### src/logic/agg_pkg.sv
/*
  aggregation kernel shared types: widths, instruction and edge layouts,
  buffer request ports, pipeline tag and controller states
*/
package agg_pkg;

  ////////////////////
  // sizes and latency
  ////////////////////
  localparam int LANES          = 4;
  localparam int LANE_W         = 16;
  localparam int FEAT_W         = 64;
  localparam int EDGES_PER_BEAT = 4;
  localparam int BUF_AW         = 11;
  localparam int BIAS_AW        = 9;
  // request to read data, in cycles
  localparam int BUF_RD_LAT     = 4;

  typedef logic signed [LANE_W-1:0] lane_t;
  typedef logic [FEAT_W-1:0]        feat_word_t;
  typedef logic [BUF_AW-1:0]        buf_addr_t;
  typedef logic [BIAS_AW-1:0]       bias_addr_t;

  ////////////////////
  // stream and instruction
  ////////////////////
  // one packed edge, msb first
  typedef struct packed {
    logic        first;
    logic [14:0] dst;
    logic        last;
    logic [14:0] src;
    // only the low lane_t part is used
    logic [31:0] weight;
  } edge_t;

  typedef logic [EDGES_PER_BEAT*$bits(edge_t)-1:0] edge_beat_t;

  typedef struct packed {
    logic [60:0] pad;
    // multiple of four
    logic [15:0] edge_count;
    logic [15:0] out_start;
    logic [7:0]  addr_per_feature;
    logic [7:0]  bias_start;
    logic [15:0] in_start;
    logic        bias_en;
    logic        relu_en;
    // input bank is b, output bank is a
    logic        in_is_b;
  } agg_instr_t;

  ////////////////////
  // buffer ports and pipeline tag
  ////////////////////
  typedef struct packed {
    logic      valid;
    buf_addr_t addr;
  } rd_req_t;

  typedef struct packed {
    logic       valid;
    buf_addr_t  addr;
    feat_word_t data;
  } wr_req_t;

  typedef struct packed {
    logic      valid;
    logic      first;
    logic      last;
    // last feature word of the edge
    logic      finish;
    buf_addr_t out_addr;
    lane_t     weight;
  } stage_tag_t;

  typedef enum logic [2:0] {
    IDLE,
    DECODE,
    WAIT_BEAT,
    ISSUE,
    DRAIN
  } ctrl_state_t;

endpackage

### src/logic/agg_ctrl.sv
/*
  aggregation controller: latches and decodes the instruction, takes edge
  beats, walks the edges one by one and sequences the feature addresses
*/
`timescale 1ns/1ps

module agg_ctrl
  import agg_pkg::*;
(
  input  logic       kernel_rst,
  input  logic       kernel_clk,
  input  logic       start,
  input  agg_instr_t instr,
  output logic       done,
  input  logic       edge_valid,
  input  edge_beat_t edge_data,
  output logic       edge_ready,
  output agg_instr_t cfg,
  output stage_tag_t issue,
  output buf_addr_t  in_addr,
  output bias_addr_t bias_addr,
  input  logic       wb_finish
);

  ctrl_state_t state;
  edge_beat_t  beat_q;
  edge_t       cur_edge;
  logic [1:0]  edge_idx;
  logic [7:0]  feat_cnt;
  logic [15:0] beats_left;
  logic        last_feat;
  logic        beat_taken;
  logic [23:0] in_full;
  logic [23:0] out_full;

  // edge under work sits in the low bits of the beat register
  assign cur_edge   = edge_t'(beat_q[$bits(edge_t)-1:0]);
  assign last_feat  = (feat_cnt == cfg.addr_per_feature - 8'd1);
  assign edge_ready = (state == WAIT_BEAT);
  assign beat_taken = edge_ready && edge_valid;

  ////////////////////
  // state machine
  ////////////////////
  always_ff @(posedge kernel_rst or posedge kernel_clk) begin
    if (kernel_clk) begin
      state      <= IDLE;
      cfg        <= '0;
      edge_idx   <= '0;
      feat_cnt   <= '0;
      beats_left <= '0;
      done       <= 1'b0;
    end else begin
      done <= 1'b0;
      case (state)
        IDLE: begin
          if (start) begin
            cfg   <= instr;
            state <= DECODE;
          end
        end
        DECODE: begin
          beats_left <= cfg.edge_count / 16'(EDGES_PER_BEAT);
          // empty instruction finishes straight away
          if (cfg.edge_count == '0) begin
            done  <= 1'b1;
            state <= IDLE;
          end else begin
            state <= WAIT_BEAT;
          end
        end
        WAIT_BEAT: begin
          if (beat_taken) begin
            edge_idx <= '0;
            feat_cnt <= '0;
            state    <= ISSUE;
          end
        end
        ISSUE: begin
          // one feature word per cycle
          if (last_feat) begin
            state <= DRAIN;
          end else begin
            feat_cnt <= feat_cnt + 8'd1;
          end
        end
        DRAIN: begin
          // hold the next edge until the finish write lands
          if (wb_finish) begin
            feat_cnt <= '0;
            if (edge_idx == 2'(EDGES_PER_BEAT - 1)) begin
              if (beats_left <= 16'd1) begin
                done  <= 1'b1;
                state <= IDLE;
              end else begin
                beats_left <= beats_left - 16'd1;
                state      <= WAIT_BEAT;
              end
            end else begin
              edge_idx <= edge_idx + 2'd1;
              state    <= ISSUE;
            end
          end
        end
        default: state <= IDLE;
      endcase
    end
  end

  // beat register, shifted one edge down per finished edge
  always_ff @(posedge kernel_rst) begin
    if (beat_taken) begin
      beat_q <= edge_data;
    end else if (state == DRAIN && wb_finish) begin
      beat_q <= beat_q >> $bits(edge_t);
    end
  end

  ////////////////////
  // addresses and issue tag
  ////////////////////
  assign in_full  = 24'(cfg.in_start) + 24'(cur_edge.src) * 24'(cfg.addr_per_feature)
                  + 24'(feat_cnt);
  assign out_full = 24'(cfg.out_start) + 24'(cur_edge.dst) * 24'(cfg.addr_per_feature)
                  + 24'(feat_cnt);

  assign in_addr   = in_full[BUF_AW-1:0];
  assign bias_addr = BIAS_AW'(cfg.bias_start) + BIAS_AW'(feat_cnt);

  always_comb begin
    issue.valid    = (state == ISSUE);
    issue.first    = cur_edge.first;
    issue.last     = cur_edge.last;
    issue.finish   = last_feat;
    issue.out_addr = out_full[BUF_AW-1:0];
    issue.weight   = lane_t'(cur_edge.weight[LANE_W-1:0]);
  end

endmodule

### src/logic/agg_fetch.sv
/*
  aggregation fetch stage: drives bank and bias reads and delays the
  request tag to line up with the returning buffer data
*/
`timescale 1ns/1ps

module agg_fetch
  import agg_pkg::*;
(
  input  logic       kernel_rst,
  input  logic       kernel_clk,
  input  agg_instr_t cfg,
  input  stage_tag_t issue,
  input  buf_addr_t  in_addr,
  input  bias_addr_t bias_addr,
  output rd_req_t    rd_a,
  output rd_req_t    rd_b,
  input  feat_word_t rd_a_data,
  input  feat_word_t rd_b_data,
  output logic       bias_rd_valid,
  output bias_addr_t bias_rd_addr,
  input  feat_word_t bias_data,
  output stage_tag_t tag,
  output feat_word_t in_word,
  output feat_word_t out_word,
  output feat_word_t bias_word
);

  stage_tag_t tag_pipe [BUF_RD_LAT];

  ////////////////////
  // read requests
  ////////////////////
  // input address goes to the input bank, output address to the other
  always_comb begin
    rd_a.valid = issue.valid;
    rd_a.addr  = cfg.in_is_b ? issue.out_addr : in_addr;
    rd_b.valid = issue.valid;
    rd_b.addr  = cfg.in_is_b ? in_addr : issue.out_addr;
  end

  assign bias_rd_valid = issue.valid;
  assign bias_rd_addr  = bias_addr;

  ////////////////////
  // tag delay line
  ////////////////////
  always_ff @(posedge kernel_rst or posedge kernel_clk) begin
    if (kernel_clk) begin
      for (int i = 0; i < BUF_RD_LAT; i++) begin
        tag_pipe[i] <= '0;
      end
    end else begin
      tag_pipe[0] <= issue;
      for (int i = 1; i < BUF_RD_LAT; i++) begin
        tag_pipe[i] <= tag_pipe[i-1];
      end
    end
  end

  assign tag = tag_pipe[BUF_RD_LAT-1];

  // returned words steered back by the same bank bit
  assign in_word   = cfg.in_is_b ? rd_b_data : rd_a_data;
  assign out_word  = cfg.in_is_b ? rd_a_data : rd_b_data;
  assign bias_word = bias_data;

endmodule

### src/logic/agg_mac.sv
/*
  aggregation multiply-accumulate: lane-wise weight multiply, then add of
  the stored output word unless the edge is marked first
*/
`timescale 1ns/1ps

module agg_mac
  import agg_pkg::*;
(
  input  logic       kernel_rst,
  input  logic       kernel_clk,
  input  stage_tag_t tag,
  input  feat_word_t in_word,
  input  feat_word_t out_word,
  input  feat_word_t bias_word,
  input  lane_t      weight,
  output stage_tag_t add_tag,
  output feat_word_t sum,
  output feat_word_t add_bias
);

  stage_tag_t mul_tag;
  feat_word_t mul_word;
  feat_word_t mul_out;
  feat_word_t mul_bias;
  feat_word_t prod_word;
  feat_word_t acc_word;

  // keep the low half of the product, wraps like the lanes
  function automatic lane_t lane_mul(lane_t a, lane_t b);
    logic signed [2*LANE_W-1:0] p;
    p = a * b;
    return p[LANE_W-1:0];
  endfunction

  always_comb begin
    for (int i = 0; i < LANES; i++) begin
      prod_word[i*LANE_W +: LANE_W] = lane_mul(in_word[i*LANE_W +: LANE_W], weight);
      // first edge of a destination starts from zero
      acc_word[i*LANE_W +: LANE_W] = mul_word[i*LANE_W +: LANE_W]
                                   + (mul_tag.first ? '0 : mul_out[i*LANE_W +: LANE_W]);
    end
  end

  ////////////////////
  // stage registers
  ////////////////////
  always_ff @(posedge kernel_rst or posedge kernel_clk) begin
    if (kernel_clk) begin
      mul_tag <= '0;
      add_tag <= '0;
    end else begin
      mul_tag <= tag;
      add_tag <= mul_tag;
    end
  end

  always_ff @(posedge kernel_rst) begin
    mul_word <= prod_word;
    mul_out  <= out_word;
    mul_bias <= bias_word;
    sum      <= acc_word;
    add_bias <= mul_bias;
  end

endmodule

### src/logic/agg_bias_relu.sv
/*
  aggregation write-back stage: bias and ReLU on the last edge, then the
  write request to the output bank
*/
`timescale 1ns/1ps

module agg_bias_relu
  import agg_pkg::*;
(
  input  logic       kernel_rst,
  input  logic       kernel_clk,
  input  agg_instr_t cfg,
  input  stage_tag_t tag,
  input  feat_word_t sum,
  input  feat_word_t bias_word,
  output wr_req_t    wr_a,
  output wr_req_t    wr_b,
  output logic       wb_finish
);

  stage_tag_t wb_tag;
  feat_word_t wb_word;
  feat_word_t res_word;
  logic       bias_on;
  logic       relu_on;

  function automatic lane_t bias_relu_lane(lane_t acc, lane_t bias, logic add_b, logic clamp);
    lane_t v;
    v = add_b ? lane_t'(acc + bias) : acc;
    return (clamp && v[LANE_W-1]) ? '0 : v;
  endfunction

  // only the edge marked last gets bias and relu
  assign bias_on = tag.last && cfg.bias_en;
  assign relu_on = tag.last && cfg.relu_en;

  always_comb begin
    for (int i = 0; i < LANES; i++) begin
      res_word[i*LANE_W +: LANE_W] = bias_relu_lane(sum[i*LANE_W +: LANE_W],
                                                    bias_word[i*LANE_W +: LANE_W],
                                                    bias_on, relu_on);
    end
  end

  always_ff @(posedge kernel_rst or posedge kernel_clk) begin
    if (kernel_clk) begin
      wb_tag <= '0;
    end else begin
      wb_tag <= tag;
    end
  end

  always_ff @(posedge kernel_rst) begin
    wb_word <= res_word;
  end

  ////////////////////
  // write-back routing
  ////////////////////
  // output bank is the one not used as input
  always_comb begin
    wr_a.valid = wb_tag.valid && cfg.in_is_b;
    wr_a.addr  = wb_tag.out_addr;
    wr_a.data  = wb_word;
    wr_b.valid = wb_tag.valid && !cfg.in_is_b;
    wr_b.addr  = wb_tag.out_addr;
    wr_b.data  = wb_word;
  end

  assign wb_finish = wb_tag.valid && wb_tag.finish;

endmodule

### src/logic/agg_top.sv
/*
  aggregation kernel top: controller, fetch, multiply-accumulate and
  bias/ReLU write-back stages
*/
`timescale 1ns/1ps

module agg_top
  import agg_pkg::*;
(
  input  logic       kernel_rst,
  input  logic       kernel_clk,
  input  logic       start,
  input  agg_instr_t instr,
  output logic       done,
  input  logic       edge_valid,
  input  edge_beat_t edge_data,
  output logic       edge_ready,
  output rd_req_t    rd_a,
  output rd_req_t    rd_b,
  input  feat_word_t rd_a_data,
  input  feat_word_t rd_b_data,
  output logic       bias_rd_valid,
  output bias_addr_t bias_rd_addr,
  input  feat_word_t bias_data,
  output wr_req_t    wr_a,
  output wr_req_t    wr_b
);

  agg_instr_t cfg;
  stage_tag_t issue;
  buf_addr_t  in_addr;
  bias_addr_t bias_addr;
  stage_tag_t fetch_tag;
  feat_word_t fetch_in_word;
  feat_word_t fetch_out_word;
  feat_word_t fetch_bias;
  stage_tag_t add_tag;
  feat_word_t sum;
  feat_word_t add_bias;
  logic       wb_finish;

  agg_ctrl u_ctrl (
    .kernel_rst (kernel_rst),
    .kernel_clk (kernel_clk),
    .start      (start),
    .instr      (instr),
    .done       (done),
    .edge_valid (edge_valid),
    .edge_data  (edge_data),
    .edge_ready (edge_ready),
    .cfg        (cfg),
    .issue      (issue),
    .in_addr    (in_addr),
    .bias_addr  (bias_addr),
    .wb_finish  (wb_finish)
  );

  agg_fetch u_fetch (
    .kernel_rst    (kernel_rst),
    .kernel_clk    (kernel_clk),
    .cfg           (cfg),
    .issue         (issue),
    .in_addr       (in_addr),
    .bias_addr     (bias_addr),
    .rd_a          (rd_a),
    .rd_b          (rd_b),
    .rd_a_data     (rd_a_data),
    .rd_b_data     (rd_b_data),
    .bias_rd_valid (bias_rd_valid),
    .bias_rd_addr  (bias_rd_addr),
    .bias_data     (bias_data),
    .tag           (fetch_tag),
    .in_word       (fetch_in_word),
    .out_word      (fetch_out_word),
    .bias_word     (fetch_bias)
  );

  // weight rides in the tag
  agg_mac u_mac (
    .kernel_rst (kernel_rst),
    .kernel_clk (kernel_clk),
    .tag        (fetch_tag),
    .in_word    (fetch_in_word),
    .out_word   (fetch_out_word),
    .bias_word  (fetch_bias),
    .weight     (fetch_tag.weight),
    .add_tag    (add_tag),
    .sum        (sum),
    .add_bias   (add_bias)
  );

  agg_bias_relu u_bias_relu (
    .kernel_rst (kernel_rst),
    .kernel_clk (kernel_clk),
    .cfg        (cfg),
    .tag        (add_tag),
    .sum        (sum),
    .bias_word  (add_bias),
    .wr_a       (wr_a),
    .wr_b       (wr_b),
    .wb_finish  (wb_finish)
  );

endmodule

### config.mk
export PLATFORM = sky130hd
export DESIGN_NAME = agg_top
export DESIGN_NICKNAME = d
export VERILOG_FILES = /design/src/logic/agg_pkg.sv /design/src/logic/agg_ctrl.sv /design/src/logic/agg_fetch.sv /design/src/logic/agg_mac.sv /design/src/logic/agg_bias_relu.sv /design/src/logic/agg_top.sv
export SDC_FILE = /design/constraint.sdc
export NUM_CORES = 2
export LEC_CHECK = 0
export BUFFER_PORTS_ARGS = -buffer_cell sky130_fd_sc_hd__clkbuf_2
export CAP_MARGIN = 20
export CORE_ASPECT_RATIO = 0.7
export CORE_UTILIZATION = 60
export DETAILED_ROUTE_END_ITERATION = 10
export PLACE_DENSITY = 0.89
export SLEW_MARGIN = 25
export SYNTH_ARGS = -nofsm -noshare
export SYNTH_HDL_FRONTEND = slang
export SYNTH_HIERARCHICAL = 1
export SYNTH_SLANG_ARGS = --single-unit
### constraint.sdc
create_clock -name kernel_rst -period 14.6 [get_ports kernel_rst]
set_input_delay 0.73 -clock kernel_rst [delete_from_list [all_inputs] [get_ports kernel_rst]]
set_output_delay 0.73 -clock kernel_rst [all_outputs]
set_load 0.03 [all_outputs]
======== Yosys cells after proc, flatten, opt, wreduce, memory -nomap -nowiden ========
Index checks and enable logic that the tools add are counted.
word-level totals
  bits in registers ....................... 893
  input bits .............................. 580
  output and inout bits ................... 188
operators by class
  multipliers ............................. 6
  add/sub/neg operators ................... 17
  equal/unequal tests ..................... 14
  magnitude comparators ................... 1
  reduce and logical (&&, ||, !) cells .... 23
  muxes and demuxes ....................... 39
operators by type and width
  kind                                                   number
  2-to-1 mux 256 bit                                     2
  2-to-1 mux 16 bit                                      11
  adder 16 bit                                           8
  2-to-1 mux 64 bit                                      2
  multiplier 16 x 16 -> 16 bit                           4
  one-hot mux 16 bit (2 select lines)                    1
  multiplier 15 x 8 -> 11 bit                            2
  2-to-1 mux 8 bit                                       3
  one-hot mux 8 bit (3 select lines)                     1
  adder 11 bit                                           2
  adder 11 x 8 -> 11 bit                                 2
  2-to-1 mux 11 bit                                      2
  <= comparator 16 x 1 -> 1 bit (second input constant)  1
  zero test 16 bit                                       1
  AND reduction 4 bit                                    4
  subtractor 16 x 1 -> 16 bit (second input constant)    1
  one-hot mux 3 bit (5 select lines)                     1
  2-to-1 mux 2 bit                                       6
  2-to-1 mux 3 bit                                       4
  logical AND 1 bit                                      11
  inequality test 2 bit (second input constant)          5
  adder 8 x 8 -> 9 bit                                   1
  adder 8 x 1 -> 8 bit (second input constant)           1
  == test 8 bit                                          1
  other kinds (15)                                       23

======== Longest topological paths before layout ========
  depth after elaboration ................. 5
  depth in mapped cells ................... 26
  depth with buffers taken out ............ 22

======== Hierarchy ========
The synthesis kept the hierarchy.
modules (own cells, without submodules)
  module         seq. area each (sq um)  times used  cells an instance  area an instance (sq um)
  agg_mac        7957.6                  1           2830               27786.6
  agg_ctrl       8758.4                  1           1662               17705.7
  agg_bias_relu  1606.5                  1           749                6217.2
  agg_fetch      3103.0                  1           399                6138.4

======== Least setup slack after synthesis ========
No wires, ideal clock.
  path kind ............................... flip-flop to flip-flop
  start ................................... reg u_ctrl.state[2]
  end ..................................... reg u_ctrl.beat_q[0], enable pin
  stages on the path, launching flop included .. 6
  clock period less this slack ............ 8586 ps
  arrival time ............................ 7898 ps
  data required time ...................... 13912 ps
  path slack .............................. 6014 ps
  cells stage by stage .................... dfrtp_1 clkbuf_1 nand2b_1 nor2_1 nor2_1 nor2_1
on the way
  word-level cells in the longest chain between the ends .. 3
  elaborated cells on any way between the ends .. 5
  classes of those cells .................. eq/ne (2); reduce/logical (3)
RTL lines
  item                                                     line                             RTL
  from (decl)                                              agg_ctrl.sv:25                   ctrl_state_t state;
  from (signal assigned)                                   agg_ctrl.sv:47                   state <= IDLE;
  from (signal assigned)                                   agg_ctrl.sv:59                   state <= DECODE;
  from (signal assigned)                                   agg_ctrl.sv:67                   state <= IDLE;
  == test 3 bit or == test 3 x 2 -> 1 bit (tied branches)  agg_ctrl.sv:114, agg_ctrl.sv:39
  logical AND 1 bit, on equally long branches              agg_ctrl.sv:114, agg_ctrl.sv:40
  nonzero test 2 bit (no source line) (*)                  --
  to (signal assigned)                                     agg_ctrl.sv:113                  beat_q <= edge_data;
  to (signal assigned)                                     agg_ctrl.sv:115                  beat_q <= beat_q >> $bits(edge_t);
  to (decl)                                                agg_ctrl.sv:26                   edge_beat_t beat_q;
Every way passes the cells marked *; elsewhere a longest branch is shown, timed or not.
A chain may end at the register's enable or synchronous reset.

==> flow_summary.toml <==
[outcome]
status = "finished, final reports clean"

[die]
rows = 92
core_area_sq_mm = 0.0899
fp.dieW_um = 362
start_util_pct = 60.5
die_area_sq_mm = 0.0920
die-height_um = 254
ios = 768

[global_routing]
grtUsageTotal_pct = 30.2
grt_pass1_wl_um = 216000
grt_overflow_total = 0
grt_max_degree = 97
antenna_found_initial = 31
first_global_vias = 40700

[place]
port_buffers = 600
routabilityCongestion = 0.952
place.detailed.hpwl_um = 105000

[synthesis]
synth_nets = 6886
synth_cells = 5462
syn_area_sq_mm = 0.0544
ys_warn_count = 6
synth_area_per_cell_sq_um = 9.97

[setup_path]
slowest_stage = "dfrtp_1"
crit_arrival_ps = 6870
cp-start-kind = "flop"
path_class = "reg2out"
worstReg2RegStart = "u_ctrl/cfg[0]$_DFFE_PP0P_"
r2r_end = "u_mac/mul_word[46]$_DFF_P_"
crit_chain = "nand2_1 -> fa_1 -> inv_1 -> fa_1 -> ha_1 -> fa_1 -> inv_1 -> fa_1 -> inv_1 -> ha_1 -> nand2_1 -> o21ai_0 -> o41ai_1 -> o21ai_0 -> xnor2_1 -> mux2_2 -> clkbuf_2"
worstPathMaxFanout = 27
slowest_delay_ps = 1060
end_kind = "output pin"
regToRegSetupSlack_ps = 8000
r2r_cells = 20
crit_top_cell = "fa_1"
crit_required_ps = 13870

[route]
drt-total-wl_um = 140000
viasPerCell = 5.60
vias = 39500
avgRoutedWirePerCell_um = 19.9
drtAntennaViolNets = 0
drt-pass1-iter-count = 8
route.detailed.drc = 0
drt_iter0_markers = 3408

[final_layout]
finalNetCount = 7174
drive_gt1_share_pct = 17.5
mostFrequentLayoutCells = "887 x nand2_1, 653 x inv_1, 600 x clkbuf_2"
multi_input_area_sq_mm = 0.0306
regArea_sq_mm = 0.0188
fillCellCount = 6540
area_delta_synth_final_pct = 9.27
final_common_cell = "nand2_1"

[clocking]
clk_pin_slew_ps = 70
clock-sinks = 797
clkLatencyLatePin_ps = 670
post_cts_resized = 0
post-cts-setup-buffer-count = 0
clk_path_buf_depth = 3
postCtsHoldBufs = 0
cts_tree = "done"
cts_max_level = 3
root_buffer = "clkbuf_16"
numCtsBuffers = 76

[sta]
skew_ps = 35.0
finalCritPeriodShare_pct = 52.0
tns_ps = 0
slew_violations = 0
tightest_slew_ps = 1130
slew_headroom_pct = 24.7
setup_violations = 0
final_hold_viol_count = 0
rsz0062_at_grt = "false"
max_freq_mhz = 132
min_period_ps = 7600

[flow_run]
max-cap-violations = 0

[hold_path]
hold_path.class = "in2async"
[routing by layer]
| metal | GRT usage [%] | share of wire [%] | vias up |
|---|---|---|---|
| li1 | - | - | 17800 |
| met1 | 38.9 | 40 | 19100 |
| met2 | 48.3 | 46 | 2094 |
| met3 | 7.32 | 9.3 | 431 |
| met4 | 13.3 | 4.5 | 18 |
| met5 | 0 | 0.078 | - |
[cell type report]
type / count / area share, %
Timing Repair Buffer: 632 / 5.48
Multi-Input combinational cell: 3586 / 51.5
Clock buffer: 101 / 3.58
Sequential cell: 797 / 31.7
Clock inverter: 41 / 0.955
Tap cell: 1222 / 2.57
Antenna cell: 22 / 0.0926
Inverter: 657 / 4.16
[worst max-delay path, delay by kind of cell, from the launching register on]
family | cells | cell delay, ps
flops | 1 | 1060
simple gates | 2 | 290
xor+xnor | 1 | 570
mux | 1 | 280
buf+inv | 4 | 380
compound gates | 3 | 850
fa+ha+maj | 6 | 2740
[state kept, by name, summed over array words and instances (netlist names), 64 cells and up]
signal / cells
u_mac/mul_out: 64
u_mac/mul_word: 64
u_mac/mul_bias: 64
u_ctrl/beat_q: 160
u_mac/add_bias: 64
u_fetch/tag_pipe: 93
u_bias_relu/wb_word: 64
u_mac/sum: 64
[stage by stage]
stage / cell area [sq um] / instances / util (%) / hold slack, ps / setup slack [ps]
detailed placement: 56700 / 6893 / 63.1 / 312 / 8030
global route: 59500 / 7054 / 66.1 / 122 / 6890
global placement: 56700 / 6893 / 63.1 / 312 / 8150
finish: 59500 / 7058 / 66.2 / 154 / 7000
CTS: 59400 / 7035 / 66.1 / 117 / 7260
floorplan: 54400 / 5462 / - / 310 / 6010
[worst max path at each step]
stage | to | slack, ps | start
2_1_floorplan | u_ctrl/beat_q[0]$_DFFE_PP_ | 6010 | u_ctrl/state[2]$_DFFE_PP0P_
3_3_place_gp | rd_b[10] | 8150 | u_ctrl/cfg[27]$_DFFE_PP0P_
3_5_place_dp | rd_b[10] | 8030 | u_ctrl/cfg[27]$_DFFE_PP0P_
4_1_cts | rd_a[10] | 7260 | u_ctrl/cfg[27]$_DFFE_PP0P_
5_1_grt | rd_b[10] | 6890 | u_ctrl/cfg[27]$_DFFE_PP0P_
6_report | rd_a[10] | 7000 | u_ctrl/cfg[27]$_DFFE_PP0P_
Power is not shown: default switching activity piles up to over one toggle a cycle in this logic, so the estimate is an artifact.
